**src/cache_pkg.sv**
```systemverilog
`default_nettype none

package cache_pkg;

    //////////////////////////////
    // cache geometry
    //////////////////////////////

    // 16 byte lines, 32 sets, two ways, so 1 KiB of data
    localparam int offset_bits    = 4;
    localparam int set_bits       = 5;
    localparam int tag_bits       = 32 - offset_bits - set_bits; // 23 bit tag
    localparam int num_sets       = 2 ** set_bits;
    localparam int words_per_line = 4;

    //////////////////////////////
    // address fields and payload
    //////////////////////////////

    typedef logic [31:0]           word_t;     // a data word or a byte address
    typedef logic [tag_bits-1:0]   tag_t;      // upper address bits kept per way
    typedef logic [set_bits-1:0]   set_idx_t;  // selects one of the sets
    typedef logic [1:0]            word_idx_t; // word within a line
    typedef logic [3:0]            mask_t;     // one enable per byte lane

    // controller states of the blocking cache
    typedef enum logic [1:0] {
        st_lookup,        // idle, comparing tags of the live request
        st_refill,        // line fill running in the refill sequencer
        st_write_through  // store miss waiting for memory to take its write
    } ctrl_state_t;

endpackage

`default_nettype wire

```
**src/cache_ctrl.sv**
```systemverilog
`timescale 1ns/10ps
`default_nettype none

module cache_ctrl (
    input  logic              i_clk,
    input  logic              i_rst,
    input  cache_pkg::word_t  i_req_addr,
    input  logic              i_req_ren,
    input  logic              i_req_wen,
    input  cache_pkg::mask_t  i_req_mask,
    input  cache_pkg::word_t  i_req_wdata,
    input  logic              i_mem_ready,
    input  logic              i_hit,
    input  logic              i_hit_way,
    input  logic              i_victim_way,
    input  cache_pkg::word_t  i_merged,      // old word merged with the store bytes
    input  logic              i_fill_rd_req,
    input  cache_pkg::word_t  i_fill_rd_addr,
    input  logic              i_fill_done,
    output logic              o_busy,
    output cache_pkg::word_t  o_mem_addr,
    output logic              o_mem_ren,
    output logic              o_mem_wen,
    output cache_pkg::word_t  o_mem_wdata,
    output logic              o_fill_start,
    output cache_pkg::word_t  o_line_addr,
    output logic              o_st_we,
    output logic              o_st_way,
    output cache_pkg::word_t  o_st_addr,
    output cache_pkg::mask_t  o_st_mask,
    output cache_pkg::word_t  o_st_wdata,
    output logic              o_touch,
    output logic              o_touch_way
);

    cache_pkg::ctrl_state_t state;
    cache_pkg::ctrl_state_t next_state;
    cache_pkg::word_t       addr_q;    // request captured on a miss
    cache_pkg::mask_t       mask_q;
    cache_pkg::word_t       wdata_q;
    logic                   store_q;   // the miss was a store, so a write-through follows the fill
    logic                   way_q;     // the way the refill lands in
    logic                   req;
    logic                   in_lookup;

    assign req       = i_req_ren ^ i_req_wen; // exactly one strobe makes a request
    assign in_lookup = (state == cache_pkg::st_lookup);

    // in lookup the store port follows the live request, afterwards the captured one
    assign o_st_way    = in_lookup ? i_hit_way   : way_q;
    assign o_st_addr   = in_lookup ? i_req_addr  : addr_q;
    assign o_st_mask   = in_lookup ? i_req_mask  : mask_q;
    assign o_st_wdata  = in_lookup ? i_req_wdata : wdata_q;
    assign o_line_addr = {o_st_addr[31:cache_pkg::offset_bits], {cache_pkg::offset_bits{1'b0}}};

    //////////////////////////////
    // request classification
    //////////////////////////////

    always_comb begin
        next_state   = state;
        o_busy       = 1'b0;
        o_mem_ren    = 1'b0;
        o_mem_wen    = 1'b0;
        o_mem_addr   = {o_st_addr[31:2], 2'b00}; // memory only takes aligned words
        o_mem_wdata  = i_merged;                 // write-through always sends the full word
        o_fill_start = 1'b0;
        o_st_we      = 1'b0;
        o_touch      = 1'b0;
        o_touch_way  = i_hit_way;
        case (state)
            cache_pkg::st_lookup: begin
                if (req) begin
                    if (!i_hit) begin
                        // any miss stalls at once and starts the line fill
                        o_busy       = 1'b1;
                        o_fill_start = 1'b1;
                        next_state   = cache_pkg::st_refill;
                    end else if (i_req_ren) begin
                        o_touch = 1'b1; // load hit, data is already on o_rdata
                    end else if (i_mem_ready) begin
                        o_st_we   = 1'b1; // store hit, cache and memory in the same cycle
                        o_mem_wen = 1'b1;
                        o_touch   = 1'b1;
                    end else begin
                        o_busy = 1'b1;    // store hit has to wait for memory
                    end
                end
            end
            cache_pkg::st_refill: begin
                o_busy     = 1'b1;
                o_mem_ren  = i_fill_rd_req;  // the sequencer only asks in ready cycles
                o_mem_addr = i_fill_rd_addr;
                if (i_fill_done) begin
                    next_state = store_q ? cache_pkg::st_write_through : cache_pkg::st_lookup;
                end
            end
            cache_pkg::st_write_through: begin
                o_busy = 1'b1;
                if (i_mem_ready) begin
                    // merge the store into the refilled line and send it out together
                    o_st_we    = 1'b1;
                    o_mem_wen  = 1'b1;
                    next_state = cache_pkg::st_lookup;
                end
            end
            default: next_state = cache_pkg::st_lookup;
        endcase
    end

    always_ff @(posedge i_clk) begin
        if (i_rst) begin
            state <= cache_pkg::st_lookup;
        end else begin
            state <= next_state;
        end
    end

    // capture the request and the way chosen for the fill
    always_ff @(posedge i_clk) begin
        if (o_fill_start) begin
            addr_q  <= i_req_addr;
            mask_q  <= i_req_mask;
            wdata_q <= i_req_wdata;
            store_q <= i_req_wen;
            way_q   <= i_victim_way; // victim flips when the fill ends, so keep it here
        end
    end

    // memory takes a single pulse per cycle and only while it is ready
    a_mem_excl: assert property (@(posedge i_clk) disable iff (i_rst)
        (o_mem_ren || o_mem_wen) |-> (i_mem_ready && !(o_mem_ren && o_mem_wen)));

endmodule

`default_nettype wire

```
**config.mk**
```make
export PLATFORM = sky130hd
export DESIGN_NAME = cache_ctrl
export DESIGN_NICKNAME = d
export VERILOG_FILES = /design/src/cache_pkg.sv /design/src/cache_ctrl.sv
export SDC_FILE = /design/constraint.sdc
export NUM_CORES = 1
export LEC_CHECK = 0
export BUFFER_PORTS_ARGS = -buffer_cell sky130_fd_sc_hd__clkbuf_2
export CORE_AREA = 5 5 120 122
export CTS_CLUSTER_SIZE = 14
export DETAILED_ROUTE_END_ITERATION = 6
export DIE_AREA = 0 0 125 127
export PLACE_DENSITY = 0.65
export SLEW_MARGIN = 15
export SYNTH_ARGS = -nofsm -noshare
export SYNTH_HDL_FRONTEND = slang
export SYNTH_SLANG_ARGS = --single-unit
```
**constraint.sdc**
```tcl
create_clock -name i_clk -period 11.6 [get_ports i_clk]
set_clock_uncertainty 0.2 [all_clocks]
set_input_delay 2.32 -clock i_clk [delete_from_list [all_inputs] [get_ports i_clk]]
set_output_delay 2.32 -clock i_clk [all_outputs]
set_load 0.01 [all_outputs]
```
==> results of run 1 <==
[worst max-delay path, cell delays in order]
cell	delay, ns
clkbuf_2	0.12
xnor2_1	0.21
nor3b_2	0.18
buf_4	0.72
clkbuf_2	0.27
[per-stage QoR]
stage	util, %	cell area, um^2	cells	worst slack, ns	power, mW
floorplan	-	4100	285	1.24	0.506
global placement	38.2	5000	630	5.28	0.576
detailed placement	38.2	5000	630	5.23	0.580
CTS	40.6	5320	646	5.22	0.876
global route	40.6	5320	646	5.10	0.906
finish	40.6	5320	646	5.24	0.858
[worst max path at each step]
| stage | cells past startpoint | endpoint |
|---|---|---|
| 6_report | 5 | o_fill_start |
| 5_1_grt | 5 | o_fill_start |
| 4_1_cts | 5 | o_fill_start |
| 3_5_place_dp | 5 | o_fill_start |
| 3_3_place_gp | 5 | o_fill_start |
| 2_1_floorplan | 2 | o_fill_start |
[final cells by class]
cell class	instances	area share, %
flip-flops and latches	72	40.3
multi-input cells	132	26.1
repair buffers	247	23.3
clock buffers	11	4.38
well taps	176	4.14
clock inverters	5	1.53
inverters	3	0.212
[placed cells by master (no fill, tap or decap)]
cell type / instances
a2111oi_2: 1
a21oi_1: 1
and2_1: 3
and2_4: 1
buf_4: 2
bufinv_16: 2
clkbuf_1: 2
clkbuf_16: 9
clkbuf_2: 245
clkinv_1: 1
clkinv_4: 2
conb_1: 4
dfxtp_1: 2
edfxtp_1: 70
ha_1: 2
ha_2: 1
ha_4: 1
inv_1: 3
mux2_2: 97
mux2_4: 2
mux2i_1: 1
nand2_1: 1
nand2b_1: 2
nand3b_1: 2
nor2_1: 1
nor2b_1: 2
nor3_1: 1
nor3b_1: 1
nor3b_2: 1
o21a_1: 1
o22a_2: 1
o22ai_1: 1
o41ai_1: 1
or2b_1: 1
or2b_2: 1
xnor2_1: 1
[synth_stat cells]
cell type / instances / area, um^2
nand2b_1: 2 / 12.5
nand2_1: 1 / 3.75
nor3_1: 1 / 5.00
buf_2: 6 / 30.0
buf_1: 1 / 3.75
mux2_4: 2 / 30.0
o22a_2: 1 / 10.0
xnor2_1: 1 / 8.76
a21oi_1: 1 / 5.00
buf_6: 2 / 22.5
o22ai_1: 1 / 6.26
mux2_2: 97 / 1090
and2_4: 1 / 8.76
buf_4: 69 / 518
or2b_2: 1 / 8.76
o41ai_1: 1 / 8.76
nand3b_1: 2 / 15.0
ha_1: 4 / 50.1
nor2_1: 1 / 3.75
a2111oi_2: 1 / 15.0
inv_1: 3 / 11.3
and2_1: 3 / 18.8
nor3b_1: 2 / 15.0
nor2b_1: 2 / 12.5
conb_1: 1 / 3.75
or2b_1: 1 / 7.51
o21a_1: 1 / 7.51
dfxtp_1: 2 / 40.0
edfxtp_1: 70 / 2100
mux2i_1: 1 / 10.0
[where the power goes]
group / total, mW / switching [mW] / leakage, nW / internal [mW]
combinational: 0.256 / 0.134 / 1.55 / 0.122
sequential: 0.313 / 0.00441 / 0.668 / 0.308
clock: 0.289 / 0.101 / 0.151 / 0.188
[flip-flops by register name, indices dropped and copies added, names as in the netlist]
register	count
store_q	1
state	2
way_q	1
mask_q	4
addr_q	32
wdata_q	32
[cells by family after synthesis]
group                    synth area share (%)
multiplexers                             27.7
buffers and inverters                    14.3
flip-flops                               52.4
AND/OR/NAND/NOR                          2.72
AO/OA/AOI/OAI                            1.29
adder cells (fa/ha/maj)                  1.22
other                                  0.0918
XOR/XNOR                                0.214
[per-layer routing]
| layer | GRT usage (%) | part of all wire, % | vias to the layer above |
|---|---|---|---|
| li1 | - | - | 1327 |
| met1 | 13.6 | 38 | 1337 |
| met2 | 22.3 | 52 | 151 |
| met3 | 5.51 | 10 | 16 |
| met4 | 3.95 | 0.90 | 0 |
| met5 | 0 | 0 | - |
==> flow_summary.yaml, run 1 <==
die:
  die_w_um: 125
  dieArea_mm2: 0.0159
  die_h_um: 127
  start_util_pct: 31.2
  core.rowCount: 42
  core_mm2: 0.0131
  io_pins: 314
sta:
  hold_viol_final: 0
  max_slew.worst_pin.slew_ns: 0.942
  relSlewSlack_pct: 37.2
  fmax_mhz: 157
  period_needed_ns: 6.36
  setup_viol: 0
  whs_ns: 0.340
  slew_violations: 0
  rsz0062_at_grt: "no"
  min_period_over_period_pct: 54.8
  setup_tns_ns: 0
synthesis:
  synth_area_per_cell_um2: 14.5
  synth_seq_area_share_pct: 52.4
  yosysUniqueCellTypes: 30
  synth_area_mm2: 0.00409
  synthCells: 282
  ys_ff_latch: 72
  ys_warn_count: 0
routing:
  drtPass1Iterations: 4
  wire_per_inst_um: 16.1
  ant_nets: 0
  drc_errors: 0
  first_iter_violations: 88
  drt-total-wl_mm: 10.4
  via_per_inst: 4.38
  num_vias: 2831
critical_path:
  start_kind: "input port"
  r2r_slack_ns: 8.64
  r2r_cells: 5
  startpoint: "i_req_wen"
  end_kind: "primary output"
  rr_endpoint: "addr_q[18]$_DFFE_PP_"
  critPathMaxFanout: 71
  cp_data_required_time_ns: 9.08
  criticalPathCategory: "in2out"
  arrival_ns: 3.84
  r2r_start: "state[0]$_SDFFE_PP0P_"
placed_design:
  port_buffers: 245
  post-dp-hpwl_mm: 8.11
  gp_congestion: 0.831
status:
  status: "finished, final reports clean"
power_and_ir_drop:
  power_density_mw_per_mm2: 161
  max-vdd-ir-drop_uv: 79.9
  power_leakage_nw: 2.37
clocking:
  root_buffer: "clkbuf_16"
  clk_pin_slew_ns: 0.06
  cts_tree: "done"
  h-tree-depth: 3
  cts_setup_buffers: 0
  worstSkewPairLatency_ns: 0.33
  postCtsResizedCells: 0
  cts_sinks: 72
  cts_hold_buf: 0
  cts_buffer_depth: 2
  cts_buffers: 9
grt:
  grt_max_degree: 76
  overflow: 0
  grt_pass1_vias: 3127
  grt_pass1_wl_mm: 16.2
  antenna_found_initial: 0
  track_usage_pct: 12.6
finish:
  area_delta_synth_final_pct: 30.2
  num-nets-final: 611
  multi_input_comb_area_mm2: 0.00139
  num-fill-cells: 1238
  seqCellArea_mm2: 0.00214
  layout-drive-gt1-share_pct: 77.9
  antennaDiodeCount: 0
run:
  maxCapViolCount: 0
min_path:
  worstHoldStart: "state[1]$_SDFFE_PP0P_"
  min_to: "state[1]$_SDFFE_PP0P_"
  min_path_type: "reg2reg"
  hold_depth: 2
Power figures use the tool's default switching activity.
==> inputs of run 2 (changes only) <==
- clock period: 11.6 -> 6 ns (I/O delays scaled with it)
==> run 2 against run 1 <==
Combinational power is 95% higher. Wire length is 0.98% higher. Worst hold slack worse by 0.0093 ns. Sequential power is 93% higher. Design area is 0.26% lower. Worst setup slack worse by 3.0 ns. Sequential share of layout area is 0.10 points higher. Critical path depth is 1 higher. Flip-flop and latch count stayed put. Clock power is 79% higher. First-iteration DRC count is 25% lower. Largest cell class unchanged. Largest power group unchanged. Highest routed layer unchanged.
==> flow_summary.yaml, run 2 (synthesis results as in run 1) <==
status:
  status: "finished, final reports clean"
sta:
  hold_viol_final: 0
  layout_setup_ws_ns: 2.20
  rsz0062_at_grt: "no"
  relSlewSlack_pct: 38.3
  max_slew.worst_pin.slew_ns: 0.925
  min_period_over_period_pct: 63.3
  slew_violations: 0
  setup_tns_ns: 0
  fmax_mhz: 263
  setup_viol: 0
  whs_ns: 0.331
  period_needed_ns: 3.80
routing:
  drc_errors: 0
  ant_nets: 0
  drtPass1Iterations: 4
  drt-total-wl_mm: 10.5
  via_per_inst: 4.38
  wire_per_inst_um: 16.2
  num_vias: 2828
  first_iter_violations: 66
critical_path:
  crit_slowest_cell: "buf_4"
  critPathMaxFanout: 35
  cp_top_family: "buffers and inverters"
  rr_endpoint: "addr_q[6]$_DFFE_PP_"
  cpMostUsedCell: "mux2_2"
  arrival_ns: 2.40
  r2r_slack_ns: 3.58
  end_kind: "primary output"
  start_kind: "flop"
  path_cells: "inv_1, ha_4, buf_4, mux2_2, mux2_2, clkbuf_2"
  r2r_start: "state[0]$_SDFFE_PP0P_"
  cp_data_required_time_ns: 4.60
  r2r_cells: 4
  crit_buf_inv: 3
  max_stage_delay_ns: 0.44
  criticalPathCategory: "reg2out"
clocking:
  cts_hold_buf: 0
  cts_sinks: 72
  clk_pin_slew_ns: 0.05
  cts_setup_buffers: 0
  cts_buffers: 9
  postCtsResizedCells: 0
  cts_buffer_depth: 2
  cts_tree: "done"
  h-tree-depth: 3
  worstSkewPairLatency_ns: 0.33
  root_buffer: "clkbuf_16"
finish:
  multi_input_comb_area_mm2: 0.00140
  layout_commonest_cell: "clkbuf_2"
  num-fill-cells: 1221
  antennaDiodeCount: 0
  final_cell_mix: "245 x clkbuf_2, 97 x mux2_2, 70 x edfxtp_1"
  seqCellArea_mm2: 0.00214
  largestRegisters: "addr_q x32, wdata_q x32, mask_q x4"
  layout-drive-gt1-share_pct: 78.1
  utilization_pct: 40.5
  area_delta_synth_final_pct: 29.8
  num-nets-final: 612
placed_design:
  port_buffers: 245
  gp_congestion: 0.807
  post-dp-hpwl_mm: 8.04
  dp_slack_ns: 2.31
min_path:
  worstHoldStart: "state[1]$_SDFFE_PP0P_"
  hold_depth: 2
  min_path_type: "reg2reg"
  min_to: "state[1]$_SDFFE_PP0P_"
grt:
  antenna_found_initial: 0
  grt_max_degree: 71
  overflow: 0
  track_usage_pct: 12.5
  grt_pass1_wl_mm: 15.8
  grt_pass1_vias: 3016
run:
  maxCapViolCount: 0
die:
  dieArea_mm2: 0.0159
  core.rowCount: 42
  die_h_um: 127
  start_util_pct: 31.2
  io_pins: 314
  core_mm2: 0.0131
  die_w_um: 125
power_and_ir_drop:
  power_leakage_nw: 2.36
  max-vdd-ir-drop_uv: 143
  power_density_mw_per_mm2: 305
run 2: worst max path at each step:
stage                                     start        endpoint  slack [ns]  cells after the start
final                     state[0]$_SDFFE_PP0P_  o_mem_addr[23]        2.20                      6
after global routing      state[0]$_SDFFE_PP0P_  o_mem_addr[23]        2.05                      6
after CTS                 state[0]$_SDFFE_PP0P_  o_mem_addr[23]        2.15                      6
after detailed placement              i_req_wen          o_busy        2.31                      5
after global placement                i_req_wen          o_busy        2.40                      5
after floorplan                       i_req_ren    o_fill_start        0.36                      2
run 2: power breakdown:
group / leakage (nW) / switching, mW / internal, mW
combinational: 1.56 / 0.257 / 0.240
sequential: 0.668 / 0.00869 / 0.596
clock: 0.133 / 0.201 / 0.317
run 2: layout make-up:
cell class | instances | area share [%]
flip-flops and latches | 72 | 40.4
multi-input cells | 132 | 26.3
repair buffers | 248 | 23.5
clock buffers | 9 | 4.25
well taps | 176 | 4.15
clock inverters | 6 | 1.16
inverters | 3 | 0.212
run 2: metal layers:
metal / global-route usage (%) / routed length (um) / vias up
li1: - / - / 1336
met1: 13.3 / 3890 / 1304
met2: 21.4 / 5240 / 165
met3: 4.63 / 1040 / 23
met4: 6.89 / 305 / 0
met5: 0 / 0 / -
run 2: worst register-to-register path: cells and delay by family, from the launching register on:
kind          cells  cell delay [ns]
simple gates      1             0.27
fa+ha+maj         1             0.31
flops             1             0.33
buf+inv           2             0.88
run 2: per-stage QoR:
step                instance area (um^2)  power (mW)  std cells
finish                              5310        1.62        646
global route                        5310        1.71        646
CTS                                 5310        1.66        646
detailed placement                  5020        1.12        631
global placement                    5020        1.11        631
floorplan                           4100       0.975        285
