### config.mk
export PLATFORM = sky130hd
export DESIGN_NAME = cache_refill
export DESIGN_NICKNAME = d
export VERILOG_FILES = /design/src/cache_pkg.sv /design/src/cache_refill.sv
export SDC_FILE = /design/constraint.sdc
export NUM_CORES = 1
export LEC_CHECK = 0
export ABC_AREA = 1
export BUFFER_PORTS_ARGS = -buffer_cell sky130_fd_sc_hd__buf_2
export CAP_MARGIN = 10
export CORE_AREA = 2 2 63 65
export DETAILED_ROUTE_END_ITERATION = 10
export DIE_AREA = 0 0 65 67
export PLACE_DENSITY_LB_ADDON = 0.3
export SYNTH_ARGS = -nofsm -noshare
export SYNTH_HDL_FRONTEND = slang
export SYNTH_SLANG_ARGS = --single-unit
export TNS_END_PERCENT = 20
### constraint.sdc
create_clock -name i_clk -period 2.6 [get_ports i_clk]
set_clock_uncertainty 0.15 [all_clocks]
set_input_delay 0.13 -clock i_clk [delete_from_list [all_inputs] [get_ports i_clk]]
set_output_delay 0.13 -clock i_clk [all_outputs]
set_load 0.01 [all_outputs]
### src/cache_pkg.sv
`default_nettype none

package cache_pkg;

    //////////////////////////////
    // cache geometry
    //////////////////////////////

    // 16 byte lines, 32 sets, two ways, so 1 KiB of data
    localparam int offset_bits    = 4;
    localparam int set_bits       = 5;
    localparam int tag_bits       = 32 - offset_bits - set_bits; // 23 bit tag
    localparam int num_sets       = 2 ** set_bits;
    localparam int words_per_line = 4;

    //////////////////////////////
    // address fields and payload
    //////////////////////////////

    typedef logic [31:0]           word_t;     // a data word or a byte address
    typedef logic [tag_bits-1:0]   tag_t;      // upper address bits kept per way
    typedef logic [set_bits-1:0]   set_idx_t;  // selects one of the sets
    typedef logic [1:0]            word_idx_t; // word within a line
    typedef logic [3:0]            mask_t;     // one enable per byte lane

    // controller states of the blocking cache
    typedef enum logic [1:0] {
        st_lookup,        // idle, comparing tags of the live request
        st_refill,        // line fill running in the refill sequencer
        st_write_through  // store miss waiting for memory to take its write
    } ctrl_state_t;

endpackage

`default_nettype wire

### src/cache_refill.sv
`timescale 1ns/10ps
`default_nettype none

module cache_refill (
    input  logic                  i_clk,
    input  logic                  i_rst,
    input  logic                  i_fill_start,
    input  cache_pkg::word_t      i_line_addr,
    input  logic                  i_mem_ready,
    input  logic                  i_mem_valid,
    input  cache_pkg::word_t      i_mem_rdata,
    output logic                  o_rd_req,
    output cache_pkg::word_t      o_rd_addr,
    output logic                  o_fill_we,
    output cache_pkg::word_idx_t  o_fill_word,
    output cache_pkg::word_t      o_fill_data,
    output logic                  o_fill_done
);

    logic                 active;      // a line fill is running
    logic                 outstanding; // a read went out and its word has not come back
    cache_pkg::word_idx_t cnt;         // next word of the line
    cache_pkg::word_t     base;        // line base latched at the start

    // one read at a time, and only when memory can take it
    assign o_rd_req  = active && !outstanding && i_mem_ready;
    assign o_rd_addr = {base[31:cache_pkg::offset_bits], cnt, 2'b00};

    // every returning word goes straight into the victim way
    assign o_fill_we   = outstanding && i_mem_valid;
    assign o_fill_word = cnt;
    assign o_fill_data = i_mem_rdata;
    assign o_fill_done = o_fill_we &&
                         (cnt == cache_pkg::word_idx_t'(cache_pkg::words_per_line - 1));

    always_ff @(posedge i_clk) begin
        if (i_rst) begin
            active      <= 1'b0;
            outstanding <= 1'b0;
            cnt         <= '0;
        end else begin
            if (i_fill_start) begin
                active <= 1'b1;
                cnt    <= '0; // fills always run from word 0 of the line
            end
            if (o_rd_req) begin
                outstanding <= 1'b1;
            end
            if (o_fill_we) begin
                outstanding <= 1'b0;
                cnt         <= cnt + 2'd1;
                if (o_fill_done) begin
                    active <= 1'b0;
                end
            end
        end
    end

    always_ff @(posedge i_clk) begin
        if (i_fill_start) begin
            base <= i_line_addr;
        end
    end

    // the cache reads only through this block, so memory may not answer unasked
    a_valid_asked: assert property (@(posedge i_clk) disable iff (i_rst)
        i_mem_valid |-> outstanding);

endmodule

`default_nettype wire

==> results.md, run 1 <==
* Synth Area in XOR/XNOR at 0%
* Drc violations at 0
* First drt pass iteration count at 3
* Setup crit end: o_fill_done
* Total Routed Length at 3.09 mm
* Detail Route Antenna Nets at 0
* Largest net degree at the start of global routing at 31
* Stages on worst setup path at 4
* R2R depth at 3
* Mapped Area at 1290 sq um
* Fmax at 707 MHz
* Vias in the first global route at 800
* Place WS at 1.34 ns
* Tot GR Track Use at 13.7%
* Buf/Inv on CP at 2
* CP cell instances: ha_1 -> inv_1 -> nor2_1 -> buf_2
* Pwr per Cell Area at 602 nW/um^2
* I/O Buffers at 67
* Synth Register Bits at 32
* Slew Viols, Final at 0
* Slowest-stage cell, CP: dfxtp_1
* Max Buffers Root-to-Sink at 2
* Fill count at 311
* Clk pin slew, worst setup/hold paths at 0.06 ns
* Warnings from Yosys at 0
* Least-Margin Pin Slew at 0.621 ns
* Startpoint Class: register
* Crit path largest cell delay at 0.38 ns
* Crit end category: primary output
* VDD IR-drop max at 181 uV
* Max-Cap Viols at 0
* CP max FO at 4
* Netlist cell types at 13
* Crit path arrival time at 1.14 ns
* Row count at 22
* Register Area at 921 sq um
* Status: completed
* Setup TNS at 0 ns
* First-pass GRT wire length at 4.11 mm
* Compound-Gate Fraction of Synth Area at 1.55%
* PostCTS Resize Cnt at 0
* Placed insts at 170
* Routed vias/inst at 4.16
* Latest clock arrival within the worst-skew pair at 0.27 ns
* Synth Area in Adders at 0.967%
* CTS tree: done
* Antenna diode count at 0
* Cells after Synth at 90
* Final period util at 54.4%
* Leakage power at 0.809 nW
* Top delay family on crit path: flip-flops
* Post-CTS setup buffers at 0
* Setup CP Type: register to primary output
* Root buffer cell: clkbuf_8
* Die ar. at 4360 sq um
* Total grt overflow at 0
* RR Startpoint: o_fill_word[1]$_SDFFE_PP0P_
* Final net count at 228
* H-tree depth at 2
* Avg Cell Area, Syn at 14.4 sq um
* HPWL Detailed at 2.28 mm
* Final setup vio count at 0
* Final worst slack at 1.18 ns
* First DRT Iteration DRCs at 40
* Placer Congestion at 0.600
* RSZ-0062 raised after global routing: no
* Largest family of logic cells by synthesized area: buffers and inverters
* Num ports at 138
* Total number of vias at 857
* Reg2reg end: o_fill_word[1]$_SDFFE_PP0P_
* TritonCTS Buffers at 5
* Hold Crit Class: primary input to register
* Simple-Gate Fraction of Synth Area at 3.68%
* Initial antenna violation count at 0
* Area grow syn2layout at 38.4%
* Die Wd at 65 um
* Multiplexer share of the synthesized area at 0%
* Crit path from: o_fill_word[1]$_SDFFE_PP0P_
* WL/cell at 15.0 um
* Starting Density at 35.9%
* Area of the multi-input gates at 87.6 sq um
* Final hold viol count at 0
* TritonCTS Sinks at 32
* Slew margin rel. at 58.6%
* Die extent in y at 67 um
* Layout cells sized above 1 at 46.8%
* Worst Path Required at 2.32 ns
* Core area at 3610 sq um
* Fin crit period at 1.42 ns
* R2r setup slk at 1.49 ns
* Sequential-to-total area share from yosys stat at 71.2%
* Fin cells at 206
==> layout make-up <==
| cell class | count | area share [%] |
|---|---|---|
| clock buffer | 6 | 4.05 |
| clock inverter | 1 | 0.280 |
| inverter | 5 | 1.05 |
| multi-input combinational | 18 | 4.89 |
| sequential | 32 | 51.4 |
| tap | 48 | 3.35 |
| timing repair buffer | 96 | 34.9 |
==> synth_stat cells <==
library cell	number	share of area (%)
o21ai_0	1	0.39
conb_1	1	0.29
nand2_2	1	0.48
nor2_1	4	1.2
inv_1	5	1.5
dfxtp_1	4	6.2
nand2_1	3	0.87
nor3_1	1	0.39
nand3_1	2	0.77
buf_4	36	21
ha_1	1	0.97
a21oi_1	3	1.2
edfxtp_1	28	65
==> metrics by stage <==
stage	power (mW)	utilization, %	area [sq um]	hold WS, ns
after floorplan	0.706	-	1300	0.0491
after global placement	0.719	39.5	1420	0.110
after detailed placement	0.722	39.5	1420	0.110
after CTS	1.09	49.7	1790	0.0150
after global routing	1.13	49.7	1790	0.0284
final	1.08	49.7	1790	0.0299
==> state kept, by name, indices dropped and copies added, names as in the netlist <==
name         cells
base            28
o_fill_word      2
active           1
outstanding      1
==> repair_timing <==
action | CTS | global route
endpoints found under the setup margin | 0 | 0
endpoints found under the hold margin | 31 | 0
hold buffers | 29 | 0
==> how the worst min path moves through the flow <==
stage,cells after the start,to,from
5_1_grt,3,o_fill_word[1]$_SDFFE_PP0P_,i_mem_valid
3_3_place_gp,0,o_fill_data[0],i_mem_rdata[0]
3_5_place_dp,0,o_fill_data[0],i_mem_rdata[0]
4_1_cts,3,o_fill_word[1]$_SDFFE_PP0P_,i_mem_valid
2_1_floorplan,1,o_fill_word[1]$_SDFFE_PP0P_,i_rst
6_report,3,outstanding$_SDFFE_PP0P_,i_mem_ready
==> logic make-up (layout without fill, tap and decap cells) <==
kind of cell / count (synthesis) / after routing
AOI/OAI and AO/OA: 4 / 4
adders and majority gates: 1 / 1
buffers and inverters: 41 / 108
DFF: 32 / 32
other: 1 / 2
and+or+nand+nor: 11 / 11
==> where the power goes <==
group          switching (mW)  leakage, nW  internal [mW]
registers              0.0108        0.307          0.601
clock network           0.153       0.0410          0.181
logic                  0.0604        0.461         0.0720
total                   0.224        0.809          0.854
==> layout by cell type, fill, tap and decap left out, drive strengths merged <==
cell type,synthesis,final
a21oi,3,3
buf,36,67
clkbuf,0,6
clkinv,0,1
conb,1,2
dfxtp,4,4
dlygate4sd3,0,29
edfxtp,28,28
ha,1,1
inv,5,5
nand2,4,4
nand3,2,2
nor2,4,4
nor3,1,1
o21ai,1,1
==> tightest hold or removal path, delay by kind of cell <==
kind            cells  cell delay, ns
simple gates        1            0.12
compound gates      1            0.06
buf+inv             1            0.09
==> per-layer routing <==
layer / vias to the layer above / track usage [%] / routed length [um]
li1: 398 / - / -
met1: 372 / 11.2 / 946
met2: 73 / 23.7 / 1550
met3: 14 / 8.61 / 515
met4: 0 / 9.57 / 85
met5: - / 0 / 0
Power figures use the tool's default switching activity.
==> run 2, diff against run 1 <==
--- a/config.mk
+++ b/config.mk
@@ -8,9 +8,9 @@
 export ABC_AREA = 1
 export BUFFER_PORTS_ARGS = -buffer_cell sky130_fd_sc_hd__buf_2
 export CAP_MARGIN = 10
-export CORE_AREA = 2 2 63 65
+export CORE_AREA = 2 2 68 70
 export DETAILED_ROUTE_END_ITERATION = 10
-export DIE_AREA = 0 0 65 67
+export DIE_AREA = 0 0 70 72
 export PLACE_DENSITY_LB_ADDON = 0.3
 export SYNTH_ARGS = -nofsm -noshare
 export SYNTH_HDL_FRONTEND = slang
==> constraint.sdc (replaced) <==
create_clock -name i_clk -period 1.3 [get_ports i_clk]
set_clock_uncertainty 0.15 [all_clocks]
set_input_delay 0.065 -clock i_clk [delete_from_list [all_inputs] [get_ports i_clk]]
set_output_delay 0.065 -clock i_clk [all_outputs]
set_load 0.01 [all_outputs]
==> results.md, run 2 (synthesis gave the netlist of run 1 again) <==
* Area grow syn2layout at 73.9%
* R2R depth at 3 (unchanged)
* Crit path from: o_fill_word[1]$_SDFFE_PP0P_
* Crit path arrival time at 1.04 ns (-0.10 ns)
* Fin crit period at 1.26 ns
* Total Routed Length at 3.41 mm (+10%)
* Reg2reg end: o_fill_word[1]$_SDFFE_PP0P_
* WL/cell at 13.6 um (-9.3%)
* H-tree depth at 2 (unchanged)
* TritonCTS Sinks at 32 (unchanged)
* Clk pin slew, worst setup/hold paths at 0.06 ns (about the same)
* RR Startpoint: o_fill_word[1]$_SDFFE_PP0P_
* Commonest non-fill, non-tap cell in the layout: buf_2
* Status: completed
* Setup TNS at 0 ns (unchanged)
* Startpoint Class: register
* Vias in the first global route at 1047 (+31%)
* Design area at 2250 sq um (+26%)
* Placer Congestion at 0.701 (+17%)
* Hold Crit Class: primary input to register
* Final period util at 96.8%
* Layout cells sized above 1 at 42.4% (-4.4 points)
* Register bank with the most flops: base
* RSZ-0062 raised after global routing: yes
* TritonCTS Buffers at 5 (unchanged)
* R2r setup slk at 0.24 ns (-1.25 ns)
* Core area at 4260 sq um (+18%)
* Routed vias/inst at 4.14 (-0.49%)
* Drc violations at 0 (unchanged)
* Final setup vio count at 0 (unchanged)
* Final Power at 2.53 mW (+130%)
* Total number of vias at 1035 (+21%)
* Crit end category: primary output
* Register Area at 927 sq um (+0.68%)
* Slew Viols, Final at 0 (unchanged)
* Placed insts at 176 (+3.5%)
* Tot GR Track Use at 12.9% (-0.75 points)
* Root buffer cell: clkbuf_8
* First-pass GRT wire length at 4.86 mm (+18%)
* Largest net degree at the start of global routing at 19 (-39%)
* CP max FO at 3 (-1)
* Top delay family on crit path: flip-flops
* Final hold viol count at 0 (unchanged)
* Final net count at 267 (+17%)
* Leakage power at 0.992 nW (+23%)
* First drt pass iteration count at 5 (+2)
* Fin cells at 250 (+21%)
* Detail Route Antenna Nets at 0 (unchanged)
* Pwr per Cell Area at 1120 nW/um^2 (+86%)
* Buf/Inv on CP at 2 (unchanged)
* Setup CP Type: register to primary output
* First DRT Iteration DRCs at 19 (-53%)
* Stages on worst setup path at 4 (unchanged)
* Fmax at 795 MHz
* I/O Buffers at 67 (unchanged)
* VDD IR-drop max at 804 uV (+340%)
* Worst Path Required at 1.09 ns (-1.23 ns)
* Flip-flop count of the largest register after layout at 28 (unchanged)
* Total grt overflow at 0 (unchanged)
* Antenna diode count at 0 (unchanged)
* Die Wd at 70 um (+7.7%)
* Most frequent cells in the layout: 66 x buf_2, 64 x dlygate4sd3_1, 28 x edfxtp_1
* Die ar. at 5040 sq um (+16%)
* Slowest-stage cell, CP: dfxtp_4
* Max Buffers Root-to-Sink at 2 (unchanged)
* Post-DP Area at 1460 sq um (+2.3%)
* Initial antenna violation count at 0 (unchanged)
* Fill count at 380 (+22%)
* Latest clock arrival within the worst-skew pair at 0.27 ns (about the same)
* Starting Density at 30.3% (-5.5 points)
* Setup crit end: o_fill_done
* Max-Cap Viols at 0 (unchanged)
* Area of the multi-input gates at 108 sq um (+23%)
* Crit path largest cell delay at 0.37 ns (about the same)
* CTS tree: done
* Num ports at 138 (unchanged)
* Die extent in y at 72 um (+7.5%)
* CP cell instances: ha_4 -> inv_2 -> nor2_4 -> buf_6
* Row count at 24 (+9.1%)
[run 2: layout make-up]
type	instances	share of cell area, %
clock buffer	5	3.06
clock inverter	3	1.67
inverter	5	0.834
multi-input combinational	18	4.78
sequential	32	41.2
tap	52	2.89
timing repair buffer	135	45.6
[run 2: routing by layer]
layer / GRT usage, % / part of all wire, %
met5: 0 / 0
met4: 5.77 / 1.6
met3: 5.97 / 11
met2: 24.6 / 57
met1: 11.7 / 31
[run 2: worst min path at each step]
stage	depth (start not counted)	slack, ns	endpoint	from
4_1_cts	3	-0.08	o_fill_word[1]$_SDFFE_PP0P_	i_mem_valid
2_1_floorplan	1	-0.02	o_fill_word[1]$_SDFFE_PP0P_	i_rst
6_report	4	0.02	o_fill_word[1]$_SDFFE_PP0P_	i_mem_valid
3_5_place_dp	0	-0.02	o_fill_data[14]	i_mem_rdata[14]
3_3_place_gp	0	-0.02	o_fill_data[14]	i_mem_rdata[14]
5_1_grt	4	0.03	outstanding$_SDFFE_PP0P_	i_mem_valid
[run 2: what timing repair did]
action / CTS / global route
hold buffers: 62 / 2
hold endpoints to repair: 64 / 5
endpoints found under the setup margin: 1 / 1
pin swaps: 1 / 2
setup buffers: 1 / 1
gates cloned: 0 / 0
gates resized for setup: 4 / 6
[run 2: per-stage QoR]
stage	hold WS [ns]	util (%)	setup slack (ns)
floorplan	-0.0159	-	0.168
global placement	-0.0199	34.1	0.281
detailed placement	-0.0199	34.1	0.219
CTS	-0.0814	51.5	0.00941
global route	0.0272	52.8	-0.00844
finish	0.0205	52.8	0.0420
[run 2: report_power, final]
| part | internal [mW] | switching (mW) |
|---|---|---|
| Clock | 0.557 | 0.348 |
| Sequential | 1.20 | 0.0211 |
| Combinational | 0.226 | 0.175 |
[run 2: worst register-to-register path, cell delays in order (launching register included)]
cell and delay (ns):
dfxtp_4 0.36, ha_4 0.25, nand3_1 0.07, a21oi_1 0.15
==> run 3, diff against run 2 <==
--- a/config.mk
+++ b/config.mk
@@ -8,9 +8,9 @@
 export ABC_AREA = 1
 export BUFFER_PORTS_ARGS = -buffer_cell sky130_fd_sc_hd__buf_2
 export CAP_MARGIN = 10
-export CORE_AREA = 2 2 68 70
+export CORE_AREA = 2 2 63 65
 export DETAILED_ROUTE_END_ITERATION = 10
-export DIE_AREA = 0 0 70 72
+export DIE_AREA = 0 0 65 67
 export PLACE_DENSITY_LB_ADDON = 0.3
 export SYNTH_ARGS = -nofsm -noshare
 export SYNTH_HDL_FRONTEND = slang
==> constraint.sdc (replaced) <==
create_clock -name i_clk -period 1.5 [get_ports i_clk]
set_clock_uncertainty 0.15 [all_clocks]
set_input_delay 0.075 -clock i_clk [delete_from_list [all_inputs] [get_ports i_clk]]
set_output_delay 0.075 -clock i_clk [all_outputs]
set_load 0.01 [all_outputs]
==> results.md, run 3 (synthesis gave the netlist of run 1 again) <==
* TritonCTS Sinks at 32 (unchanged)
* Root buffer cell: clkbuf_8
* Crit path arrival time at 1.12 ns (+0.08 ns)
* Core area at 3610 sq um (-15%)
* Final worst slack at 0.152 ns (+0.110 ns)
* Fill count at 314 (-17%)
* Hold Crit Class: primary input to primary output
* Tot GR Track Use at 14.3% (+1.4 points)
* Final net count at 231 (-13%)
* Register bank with the most flops: base
* Crit path largest cell delay at 0.38 ns (about the same)
* Met3 wire length at 553 um (+54%)
* HPWL Detailed at 2.28 mm
* I/O Buffers at 67 (unchanged)
* Commonest non-fill, non-tap cell in the layout: buf_2
* Detail Route Antenna Nets at 0 (unchanged)
* Initial antenna violation count at 0 (unchanged)
* Num ports at 138 (unchanged)
* Slowest-stage cell, CP: dfxtp_1
* CP cell instances: ha_1 -> inv_1 -> nor2_1 -> buf_2
* Startpoint Class: register
* Routed vias/inst at 4.14 (about the same)
* Vias in the first global route at 847 (-19%)
* Pwr per Cell Area at 1030 nW/um^2 (-8.3%)
* Placer Congestion at 0.614 (-12%)
* Setup CP Type: register to primary output
* Most frequent cells in the layout: 67 x buf_2, 31 x dlygate4sd3_1, 28 x edfxtp_1
* Total grt overflow at 0 (unchanged)
* Worst Path Required at 1.27 ns (+0.18 ns)
* Antenna diode count at 0 (unchanged)
* Die Wd at 65 um (-7.1%)
* Total Routed Length at 3.10 mm (-8.9%)
* Final hold viol count at 0 (unchanged)
* Place WS at 0.439 ns (+0.220 ns)
* Met2 WL at 1.55 mm (-20%)
* Max layer used: met4
* Final hold slack at 0.00000448 ns (-0.0205 ns)
* CTS tree: done
* Die ar. at 4360 sq um (-14%)
* Placed insts at 171 (-2.8%)
* Row count at 22 (-8.3%)
* Core Util, Final at 50.8% (-2.0 points)
* Design area at 1830 sq um (-19%)
* TritonCTS Buffers at 5 (unchanged)
* Leakage power at 0.827 nW (-17%)
* Max Buffers Root-to-Sink at 2 (unchanged)
* WL/cell at 14.8 um (+8.9%)
* Top delay family on crit path: flip-flops
* Buf/Inv on CP at 2 (unchanged)
* Layout cells sized above 1 at 46.6% (+4.2 points)
* Latest clock arrival within the worst-skew pair at 0.27 ns (about the same)
* First drt pass iteration count at 2 (-3)
* Post-DP Area at 1440 sq um (-0.86%)
* Final setup vio count at 0 (unchanged)
* Area grow syn2layout at 41.5%
* Slew Viols, Final at 0 (unchanged)
* CP max FO at 4 (+1)
* H-tree depth at 2 (unchanged)
* Flip-flop count of the largest register after layout at 28 (unchanged)
* Max-Cap Viols at 0 (unchanged)
* Setup TNS at 0 ns (unchanged)
* RSZ-0062 raised after global routing: no
* Fmax at 742 MHz
* First-pass GRT wire length at 4.37 mm (-10%)
* Area of the multi-input gates at 87.6 sq um (-19%)
* Met1 wire length at 882 um (-16%)
* Drc violations at 0 (unchanged)
* Fin crit period at 1.35 ns
* Starting Density at 35.9% (+5.5 points)
* Register Area at 921 sq um (-0.67%)
* PostCTS Resize Cnt at 0 (-4)
* Final period util at 89.9%
* VDD IR-drop max at 309 uV (-62%)
* Crit end category: primary output
* Fin cells at 209 (-16%)
* Final Power at 1.88 mW (-25%)
* Status: completed
* First DRT Iteration DRCs at 92 (+73)
* Clk pin slew, worst setup/hold paths at 0.06 ns (about the same)
* Total number of vias at 866 (-16%)
* Die extent in y at 67 um (-6.9%)
* Largest net degree at the start of global routing at 31 (+12)
run 3: cell types whose count changed in the layout (fill, tap and decap cells not counted), moves of 2 or more:
cell / delta
buf_4: -3
clkinv_1: -2
dfxtp_1: +3
dfxtp_2: -2
dlygate4sd3_1: -33
run 3: layout make-up:
type	count	share of cell area, %
clock buffers	6	3.96
clock inverters	1	0.273
inverters	5	1.03
multi-input cells	18	4.78
flip-flops and latches	32	50.3
well taps	48	3.28
repair buffers	99	36.4
run 3: metal layers:
layer / track usage (%) / up-vias
met2: 25.4 / 73
met3: 10.3 / 17
li1: - / 403
met5: 0 / -
met4: 8.78 / 0
met1: 11.0 / 373
run 3: report_power, final:
part	switching [mW]	internal, mW
Sequential	0.0187	1.04
Combinational	0.107	0.134
Clock	0.270	0.314
Total	0.395	1.49
run 3: what timing repair did:
action | CTS | global route
endpoints found under the hold margin | 32 | 0
buffers inserted | 0 | 0
hold buffers | 31 | 0
run 3: path summary, 6_finish.rpt:
| check | startpoint | endpoint | slack, ns | depth (start not counted) |
|---|---|---|---|---|
| min reg2reg | o_fill_word[1]$_SDFFE_PP0P_ | o_fill_word[1]$_SDFFE_PP0P_ | 0.37 | 2 |
| max reg2reg | o_fill_word[0]$_SDFFE_PP0P_ | o_fill_word[1]$_SDFFE_PP0P_ | 0.45 | 3 |
| max | o_fill_word[0]$_SDFFE_PP0P_ | o_fill_done | 0.15 | 4 |
| min | i_mem_rdata[0] | o_fill_data[0] | 0.000004 | 0 |
run 3: worst register-to-register path: stages, from the launching register on:
cell	delay, ns
dfxtp_1	0.34
ha_1	0.28
nand3_1	0.08
a21oi_1	0.14
